==> src/hw/fetch_pkg.sv <==
// Fetch front end shared types, address increments and the default start address
package fetch_pkg;

    // ======================================================================
    // Addresses and fetched words
    // ======================================================================

    // Byte address where bit 1 picks the halfword and bit 0 stays zero
    typedef logic [31:0] addr_t;

    localparam int unsigned WORD_BYTES = 4;
    localparam int unsigned HALF_BYTES = 2;

    // Start address used when the top level is left at its defaults
    localparam addr_t RESET_PC_DEFAULT = 32'h0000_0080;

    typedef struct packed {
        logic [15:0] upper;
        logic [15:0] lower;
    } half_pair_t;

    // One memory word seen either as a whole instruction or as two halfwords
    typedef union packed {
        logic [31:0] full;
        half_pair_t  halves;
    } fetch_word_u;

    // ======================================================================
    // Aligner to assembler select and the channel payloads
    // ======================================================================

    // SEL_CROSS joins the head lower half above the saved upper half
    typedef enum logic [1:0] {
        SEL_FULL,
        SEL_LOW_HALF,
        SEL_UPPER_HALF,
        SEL_CROSS
    } align_sel_e;

    typedef struct packed {
        addr_t       pc;
        logic [31:0] bits;
        logic        compressed;
    } instr_t;

    typedef struct packed {
        addr_t addr;
    } fetch_req_t;

endpackage

==> src/hw/pc_gen.sv <==
// Fetch address counter with request handshake, buffer credits and stale-response discard
`timescale 1ns/1ns

module pc_gen #(
    parameter int unsigned      BUF_DEPTH = 4,
    parameter fetch_pkg::addr_t RESET_PC  = fetch_pkg::RESET_PC_DEFAULT
) (
    input  logic                  clk_i,
    input  logic                  rst_n_i,
    input  logic                  redirect_i,
    input  fetch_pkg::addr_t      redirect_pc_i,
    output logic                  req_valid_o,
    output fetch_pkg::fetch_req_t req_o,
    input  logic                  req_ready_i,
    input  logic                  rsp_valid_i,
    output logic                  buf_wr_o,
    input  logic                  pop_i
);

    // All counters range from zero up to BUF_DEPTH inclusive
    localparam int unsigned CNT_W = $clog2(BUF_DEPTH + 1);

    fetch_pkg::addr_t next_addr_q;
    logic             req_valid_q;
    logic [CNT_W-1:0] inflight_q;
    logic [CNT_W-1:0] inflight_d;
    logic [CNT_W-1:0] used_q;
    logic [CNT_W-1:0] used_d;
    logic [CNT_W-1:0] discard_q;
    logic [CNT_W-1:0] discard_d;
    logic             req_fire;
    logic             rsp_drop;

    assign req_fire = req_valid_q && req_ready_i;

    // A response is dropped while older redirects still owe stale words
    assign rsp_drop = rsp_valid_i && (discard_q != '0);

    // A response landing on the redirect cycle is from the old path as well
    assign buf_wr_o = rsp_valid_i && (discard_q == '0) && !redirect_i;

    assign req_valid_o = req_valid_q;
    assign req_o.addr  = next_addr_q;

    // ======================================================================
    // Credit accounting
    // ======================================================================

    // used counts words in flight plus words sitting in the buffer
    always_comb begin
        inflight_d = inflight_q + CNT_W'(req_fire) - CNT_W'(rsp_valid_i);
        if (redirect_i) begin
            // The buffer is flushed, so only the owed responses hold credits
            discard_d = inflight_d;
            used_d    = inflight_d;
        end else begin
            discard_d = discard_q - CNT_W'(rsp_drop);
            used_d    = used_q + CNT_W'(req_fire) - CNT_W'(pop_i) - CNT_W'(rsp_drop);
        end
    end

    always_ff @(posedge clk_i) begin
        if (!rst_n_i) begin
            inflight_q  <= '0;
            used_q      <= '0;
            discard_q   <= '0;
            req_valid_q <= 1'b0;
        end else begin
            inflight_q <= inflight_d;
            used_q     <= used_d;
            discard_q  <= discard_d;
            // Valid never drops while stalled since used cannot grow without a fire
            req_valid_q <= (used_d < CNT_W'(BUF_DEPTH));
        end
    end

    // ======================================================================
    // Request address
    // ======================================================================

    always_ff @(posedge clk_i) begin
        if (!rst_n_i) begin
            next_addr_q <= {RESET_PC[31:2], 2'b00};
        end else if (redirect_i) begin
            next_addr_q <= {redirect_pc_i[31:2], 2'b00};
        end else if (req_fire) begin
            next_addr_q <= next_addr_q + fetch_pkg::WORD_BYTES;
        end
    end

endmodule

==> src/hw/fetch_buffer.sv <==
// FIFO of fetched instruction words between the memory responses and the aligner
`timescale 1ns/1ns

module fetch_buffer #(
    parameter int unsigned BUF_DEPTH = 4
) (
    input  logic                   clk_i,
    input  logic                   rst_n_i,
    input  logic                   flush_i,
    input  logic                   wr_i,
    input  fetch_pkg::fetch_word_u wr_word_i,
    input  logic                   pop_i,
    output fetch_pkg::fetch_word_u head_o,
    output logic                   empty_o
);

    localparam int unsigned PTR_W = $clog2(BUF_DEPTH);
    localparam int unsigned CNT_W = $clog2(BUF_DEPTH + 1);

    fetch_pkg::fetch_word_u mem_q [BUF_DEPTH];
    logic [PTR_W-1:0]       wr_ptr_q;
    logic [PTR_W-1:0]       rd_ptr_q;
    logic [CNT_W-1:0]       count_q;
    logic                   do_wr;
    logic                   do_pop;

    // Pointers wrap explicitly so that depths other than powers of two work
    function automatic logic [PTR_W-1:0] ptr_inc(input logic [PTR_W-1:0] ptr);
        logic [PTR_W-1:0] nxt;
        if (ptr == PTR_W'(BUF_DEPTH - 1)) begin
            nxt = '0;
        end else begin
            nxt = ptr + 1'b1;
        end
        return nxt;
    endfunction

    // Overflow cannot happen because the request side works on credits
    assign do_wr  = wr_i && !flush_i;
    assign do_pop = pop_i && !flush_i && !empty_o;

    assign head_o  = mem_q[rd_ptr_q];
    assign empty_o = (count_q == '0);

    always_ff @(posedge clk_i) begin
        if (do_wr) begin
            mem_q[wr_ptr_q] <= wr_word_i;
        end
    end

    always_ff @(posedge clk_i) begin
        if (!rst_n_i || flush_i) begin
            wr_ptr_q <= '0;
            rd_ptr_q <= '0;
            count_q  <= '0;
        end else begin
            if (do_wr) begin
                wr_ptr_q <= ptr_inc(wr_ptr_q);
            end
            if (do_pop) begin
                rd_ptr_q <= ptr_inc(rd_ptr_q);
            end
            count_q <= count_q + CNT_W'(do_wr) - CNT_W'(do_pop);
        end
    end

endmodule

==> src/hw/align_ctrl.sv <==
// Aligner FSM that walks the halfwords of the buffer head and steers emits, pops and saves
`timescale 1ns/1ns

module align_ctrl (
    input  logic                   clk_i,
    input  logic                   rst_n_i,
    input  logic                   redirect_i,
    input  fetch_pkg::addr_t       redirect_pc_i,
    input  fetch_pkg::fetch_word_u head_i,
    input  logic                   empty_i,
    output logic                   pop_o,
    output fetch_pkg::align_sel_e  sel_o,
    output logic                   save_upper_o,
    output logic                   emit_o,
    output logic                   instr_valid_o,
    input  logic                   instr_ready_i
);

    // ALIGNED starts at the lower half, UPPER at the upper half and CROSS
    // completes a 32-bit instruction whose first half is already saved
    typedef enum logic [1:0] {
        ALIGNED,
        UPPER,
        CROSS
    } align_state_e;

    align_state_e state_q;
    align_state_e state_d;
    logic         lower_compressed;
    logic         upper_compressed;

    // RVC encodings never have both low bits set
    assign lower_compressed = (head_i.halves.lower[1:0] != 2'b11);
    assign upper_compressed = (head_i.halves.upper[1:0] != 2'b11);

    assign emit_o = instr_valid_o && instr_ready_i;

    always_comb begin
        state_d       = state_q;
        instr_valid_o = 1'b0;
        pop_o         = 1'b0;
        save_upper_o  = 1'b0;
        sel_o         = fetch_pkg::SEL_FULL;
        // The head belongs to the old path on a redirect cycle
        if (!redirect_i && !empty_i) begin
            case (state_q)
                ALIGNED: begin
                    instr_valid_o = 1'b1;
                    if (lower_compressed) begin
                        sel_o = fetch_pkg::SEL_LOW_HALF;
                        if (instr_ready_i) begin
                            state_d = UPPER;
                        end
                    end else begin
                        pop_o = instr_ready_i;
                    end
                end
                UPPER: begin
                    sel_o = fetch_pkg::SEL_UPPER_HALF;
                    if (upper_compressed) begin
                        instr_valid_o = 1'b1;
                        if (instr_ready_i) begin
                            pop_o   = 1'b1;
                            state_d = ALIGNED;
                        end
                    end else begin
                        // Nothing goes out yet, the other half is in the next word
                        save_upper_o = 1'b1;
                        pop_o        = 1'b1;
                        state_d      = CROSS;
                    end
                end
                CROSS: begin
                    instr_valid_o = 1'b1;
                    sel_o         = fetch_pkg::SEL_CROSS;
                    if (instr_ready_i) begin
                        state_d = UPPER;
                    end
                end
                default: begin
                    state_d = ALIGNED;
                end
            endcase
        end
    end

    // The reset address is word aligned, so the walk starts in ALIGNED
    always_ff @(posedge clk_i) begin
        if (!rst_n_i) begin
            state_q <= ALIGNED;
        end else if (redirect_i) begin
            state_q <= redirect_pc_i[1] ? UPPER : ALIGNED;
        end else begin
            state_q <= state_d;
        end
    end

endmodule

==> src/hw/instr_assembler.sv <==
// Instruction datapath holding the saved upper half and the running address
`timescale 1ns/1ns

module instr_assembler #(
    parameter fetch_pkg::addr_t RESET_PC = fetch_pkg::RESET_PC_DEFAULT
) (
    input  logic                   clk_i,
    input  logic                   rst_n_i,
    input  logic                   redirect_i,
    input  fetch_pkg::addr_t       redirect_pc_i,
    input  fetch_pkg::fetch_word_u head_i,
    input  fetch_pkg::align_sel_e  sel_i,
    input  logic                   save_upper_i,
    input  logic                   emit_i,
    output fetch_pkg::instr_t      instr_o
);

    logic [15:0]      saved_upper_q;
    fetch_pkg::addr_t pc_q;
    logic             wide_sel;

    // Full words and joined halves are both 32-bit instructions
    assign wide_sel = (sel_i == fetch_pkg::SEL_FULL) || (sel_i == fetch_pkg::SEL_CROSS);

    always_ff @(posedge clk_i) begin
        if (save_upper_i) begin
            saved_upper_q <= head_i.halves.upper;
        end
    end

    always_ff @(posedge clk_i) begin
        if (!rst_n_i) begin
            pc_q <= RESET_PC;
        end else if (redirect_i) begin
            pc_q <= {redirect_pc_i[31:1], 1'b0};
        end else if (emit_i) begin
            pc_q <= pc_q + (wide_sel ? fetch_pkg::WORD_BYTES : fetch_pkg::HALF_BYTES);
        end
    end

    // Compressed instructions leave in their 16-bit form, zero extended
    always_comb begin
        instr_o.pc = pc_q;
        case (sel_i)
            fetch_pkg::SEL_LOW_HALF: begin
                instr_o.bits       = {16'h0000, head_i.halves.lower};
                instr_o.compressed = 1'b1;
            end
            fetch_pkg::SEL_UPPER_HALF: begin
                instr_o.bits       = {16'h0000, head_i.halves.upper};
                instr_o.compressed = 1'b1;
            end
            fetch_pkg::SEL_CROSS: begin
                instr_o.bits       = {head_i.halves.lower, saved_upper_q};
                instr_o.compressed = 1'b0;
            end
            default: begin
                instr_o.bits       = head_i.full;
                instr_o.compressed = 1'b0;
            end
        endcase
    end

endmodule

==> src/hw/fetch_front.sv <==
// Fetch front end top level joining address generation, buffer, aligner and assembler
`timescale 1ns/1ns

module fetch_front #(
    parameter int unsigned      BUF_DEPTH = 4,
    parameter fetch_pkg::addr_t RESET_PC  = fetch_pkg::RESET_PC_DEFAULT
) (
    input  logic                   clk_i,
    input  logic                   rst_n_i,
    input  logic                   redirect_i,
    input  fetch_pkg::addr_t       redirect_pc_i,
    output logic                   req_valid_o,
    output fetch_pkg::fetch_req_t  req_o,
    input  logic                   req_ready_i,
    input  logic                   rsp_valid_i,
    input  fetch_pkg::fetch_word_u rsp_word_i,
    output logic                   instr_valid_o,
    output fetch_pkg::instr_t      instr_o,
    input  logic                   instr_ready_i
);

    logic                   buf_wr;
    logic                   buf_empty;
    logic                   pop;
    logic                   save_upper;
    logic                   emit;
    fetch_pkg::fetch_word_u head_word;
    fetch_pkg::align_sel_e  sel;

    // ======================================================================
    // Request side
    // ======================================================================

    pc_gen #(
        .BUF_DEPTH(BUF_DEPTH),
        .RESET_PC (RESET_PC)
    ) pc_gen_i (
        .clk_i        (clk_i),
        .rst_n_i      (rst_n_i),
        .redirect_i   (redirect_i),
        .redirect_pc_i(redirect_pc_i),
        .req_valid_o  (req_valid_o),
        .req_o        (req_o),
        .req_ready_i  (req_ready_i),
        .rsp_valid_i  (rsp_valid_i),
        .buf_wr_o     (buf_wr),
        .pop_i        (pop)
    );

    // A redirect empties the buffer at the same edge
    fetch_buffer #(
        .BUF_DEPTH(BUF_DEPTH)
    ) fetch_buffer_i (
        .clk_i    (clk_i),
        .rst_n_i  (rst_n_i),
        .flush_i  (redirect_i),
        .wr_i     (buf_wr),
        .wr_word_i(rsp_word_i),
        .pop_i    (pop),
        .head_o   (head_word),
        .empty_o  (buf_empty)
    );

    // ======================================================================
    // Instruction side
    // ======================================================================

    align_ctrl align_ctrl_i (
        .clk_i        (clk_i),
        .rst_n_i      (rst_n_i),
        .redirect_i   (redirect_i),
        .redirect_pc_i(redirect_pc_i),
        .head_i       (head_word),
        .empty_i      (buf_empty),
        .pop_o        (pop),
        .sel_o        (sel),
        .save_upper_o (save_upper),
        .emit_o       (emit),
        .instr_valid_o(instr_valid_o),
        .instr_ready_i(instr_ready_i)
    );

    instr_assembler #(
        .RESET_PC(RESET_PC)
    ) instr_assembler_i (
        .clk_i        (clk_i),
        .rst_n_i      (rst_n_i),
        .redirect_i   (redirect_i),
        .redirect_pc_i(redirect_pc_i),
        .head_i       (head_word),
        .sel_i        (sel),
        .save_upper_i (save_upper),
        .emit_i       (emit),
        .instr_o      (instr_o)
    );

endmodule

==> config.mk <==
export PLATFORM = sky130hd
export DESIGN_NAME = fetch_front
export DESIGN_NICKNAME = d
export VERILOG_FILES = /design/src/hw/fetch_pkg.sv /design/src/hw/pc_gen.sv /design/src/hw/fetch_buffer.sv /design/src/hw/align_ctrl.sv /design/src/hw/instr_assembler.sv /design/src/hw/fetch_front.sv
export SDC_FILE = /design/constraint.sdc
export NUM_CORES = 1
export LEC_CHECK = 0
export BUFFER_PORTS_ARGS = -buffer_cell sky130_fd_sc_hd__buf_2
export CORE_UTILIZATION = 60
export CTS_BUF_LIST = sky130_fd_sc_hd__clkbuf_8
export CTS_CLUSTER_DIAMETER = 50
export CTS_CLUSTER_SIZE = 14
export DETAILED_ROUTE_END_ITERATION = 7
export GPL_TIMING_DRIVEN = 0
export HOLD_SLACK_MARGIN = 0.15
export PLACE_DENSITY = 0.84
export SLEW_MARGIN = 15
export SYNTH_ARGS = -nofsm -noshare
export SYNTH_HDL_FRONTEND = slang
export SYNTH_SLANG_ARGS = --single-unit
==> constraint.sdc <==
create_clock -name clk_i -period 8.2 [get_ports clk_i]
set_input_delay 0.82 -clock clk_i [delete_from_list [all_inputs] [get_ports clk_i]]
set_output_delay 0.82 -clock clk_i [all_outputs]
set_load 0.01 [all_outputs]
==> metrics.cfg <==
[sta]
clock_skew_ns = 0.0227
setup_ws_ns = 3.25
setup_viol = 0
tns_ns = 0
final-hold-violation-count = 0
slew_violations = 0
worstMarginPinSlew_ns = 0.886
fin_crit_ns = 4.95
finalCritPeriodShare = 0.603
rsz0062_at_grt = no
max_freq_ghz = 0.202
slew_headroom = 0.410

[routing]
drtIter0Drc = 693
vias = 7362
drc_errors = 0
routed_wirelength_um = 24600
wire_per_inst_um = 20.3
antenna_left = 0
vias_per_cell = 6.10
drt_pass1_iterations = 5

[clocking]
cts_hold_buf = 0
htreeDepth = 1
cts_inserted_buffers = 22
clockBufferDepth = 3
cts_resized = 0
cts-root-buf = clkbuf_8
clk_latency_ns = 0.54
post-cts-setup-buffers = 0
cts.reportedPaths.clkPinSlew_ns = 0.10
cts_tree = built
cts_num_sinks = 226

[synthesis]
synth-main-ff-cell = edfxtp_1
synth_area_leaders = edfxtp_1, dfxtp_1, mux4_2
syn_inst = 780
yosysTopAreaCellShare = 0.436
async_flop_share = 0
synth_edf_count = 144
synth.largest_area_cell = edfxtp_1
ys_ff_latch = 226
synth-warning-count = 0
yosysSeqAreaShare = 0.601
yosysUniqueCellTypes = 51
synth_area_um2 = 9930
netlist_top_cells_count = edfxtp_1, dfxtp_1, nand2_1
synth_most_common_cell = edfxtp_1
avgSynthCellArea_um2 = 12.7

[setup_path]
criticalPathCategory = flop to output pin
critPathMaxFanout = 10
cpMaxStageDelayCell = clkbuf_1
cp.arrival_ns = 4.13
reg2reg_to = instr_assembler_i.pc_q[31]
crit_end = instr_o[2]
r2r_slack_ns = 4.17
startpoint_type = flop
crit_chain = buf_6, mux4_2, nand2_1, and3_1, o21ai_0, ha_1, clkbuf_1, or2_2, clkbuf_1, clkbuf_1, a22oi_1, nand2_1, buf_2
cp_num_buf_inv = 5
crit_required_ns = 7.38
crit_family = buffers and inverters
worstSetupEndpointType = output pin
worst-path-stages = 13
crit_top_cell = clkbuf_1
max_stage_delay_ns = 0.56
r2r_cells = 14

[floorplan]
dieHeight_um = 131
die_x_um = 131
core-area_um2 = 16000
rows = 46
die_area_um2 = 17100
start_util = 0.620
io_pins = 169

[placement]
place.gp.congestion = 0.854
place_ws_ns = 3.69
dpl.hpwl_um = 17600
dpl_cell_area_um2 = 11200
port_buffers = 164

[cells_and_area]
area.growth.synth_to_final_pct = 16.7
fin_nets = 1074
drive_gt1_frac = 0.256
fin_util = 0.724
postLayoutCellArea_um2 = 11600

[power_and_ir_drop]
power_density_nw_per_um2 = 209
peakVddDrop_uv = 185
leakagePower_nw = 4.28
power_mw = 2.42

[global_route]
antenna_found_initial = 0
grt_util_all_layers = 0.290
grt_overflow = 0
grt_max_degree = 20
grt_pass1_wl_um = 36900
grt_pass1_vias = 6927

[flow_run]
drv_cap = 0

[outcome]
status = finished, final reports clean

[min_path]
worstHoldPathType = primary input to flop
hold_depth = 1

[placed cells by master, fill, tap and decap left out, types with 4 or more instances in the layout]
cell         n
a31oi_1     24
clkbuf_8    23
fa_1         4
nand4_1     12
nand3_1     18
a22o_1      16
and2_1       4
mux2i_1      5
nand2_1     66
a22oi_1     15
or3_1        9
edfxtp_1   144
nor2_1      17
and2_2       4
a2111oi_0    5
dfxtp_1     82
o31ai_1     12
inv_1       47
and4_1       7
xnor2_1     33
nor4_1       8
ha_1        25
nor3_1       8
mux4_2      32
buf_16       4
or4_1       13
buf_2      167
clkbuf_1    34
xor2_1      11
and3_1       6
o21ai_0     40
a21oi_1     48
or2_2        6
[power by group]
| group | switching (mW) | internal, mW |
|---|---|---|
| Clock | 0.392 | 0.300 |
| Combinational | 0.225 | 0.172 |
| Sequential | 0.0479 | 1.29 |
[flip-flops by register name, summed over array words and instances, names as in the netlist, named ones only]
signal,cells
pc_gen_i.req_valid_o,1
fetch_buffer_i.wr_ptr_q,2
fetch_buffer_i.rd_ptr_q,2
pc_gen_i.discard_q,3
align_ctrl_i.state_q,2
fetch_buffer_i.count_q,3
fetch_buffer_i.mem_q,128
pc_gen_i.used_q,3
instr_assembler_i.pc_q,31
instr_assembler_i.saved_upper_q,16
pc_gen_i.inflight_q,3
pc_gen_i.req_o,30
[per-stage QoR]
stage	instances	hold WS (ns)
2_1_floorplan	782	0.469
3_3_place_gp	1162	0.495
3_5_place_dp	1167	0.504
4_1_cts	1206	0.468
5_1_grt	1206	0.467
6_report	1207	0.486
[how the worst min path moves through the flow]
stage	end	startpoint	slack, ns
after CTS	fetch_buffer_i.mem_q[0][30]	rsp_word_i[30]	0.47
after floorplan	fetch_buffer_i.wr_ptr_q[1]	fetch_buffer_i.wr_ptr_q[1]	0.47
final	fetch_buffer_i.mem_q[0][30]	rsp_word_i[30]	0.49
after global placement	fetch_buffer_i.wr_ptr_q[1]	fetch_buffer_i.wr_ptr_q[1]	0.49
after detailed placement	instr_assembler_i.pc_q[31]	instr_assembler_i.pc_q[31]	0.50
after global routing	fetch_buffer_i.mem_q[0][30]	rsp_word_i[30]	0.47
[routing by layer]
| metal | part of all wire | global-route usage | wire length [um] | vias up |
|---|---|---|---|---|
| li1 | - | - | - | 3350 |
| met1 | 0.39 | 0.356 | 9600 | 3565 |
| met2 | 0.50 | 0.512 | 12200 | 388 |
| met3 | 0.084 | 0.0525 | 2060 | 59 |
| met4 | 0.028 | 0.107 | 684 | 0 |
| met5 | 0 | 0 | 0 | - |
[layout make-up]
| class | instances | area (um^2) |
|---|---|---|
| multi-input cells | 474 | 3640 |
| flip-flops and latches | 226 | 5970 |
| plain buffers | 43 | 191 |
| inverters | 39 | 146 |
| repair buffers | 169 | 946 |
| diodes | 1 | 2.50 |
| clock buffers | 23 | 317 |
| well taps | 216 | 270 |
| fillers | 1091 | 4420 |
| clock inverters | 16 | 109 |
[cells by family after synthesis]
group,Yosys count,share of synthesized area
buffers and inverters,82,0.0340
flip-flops,226,0.601
XOR/XNOR,44,0.0388
AO/OA/AOI/OAI,174,0.111
AND/OR/NAND/NOR,186,0.0968
adder cells (fa/ha/maj),29,0.0396
other,1,0.000378
multiplexers,38,0.0788
No activity file was read; power rests on OpenSTA's default activity.
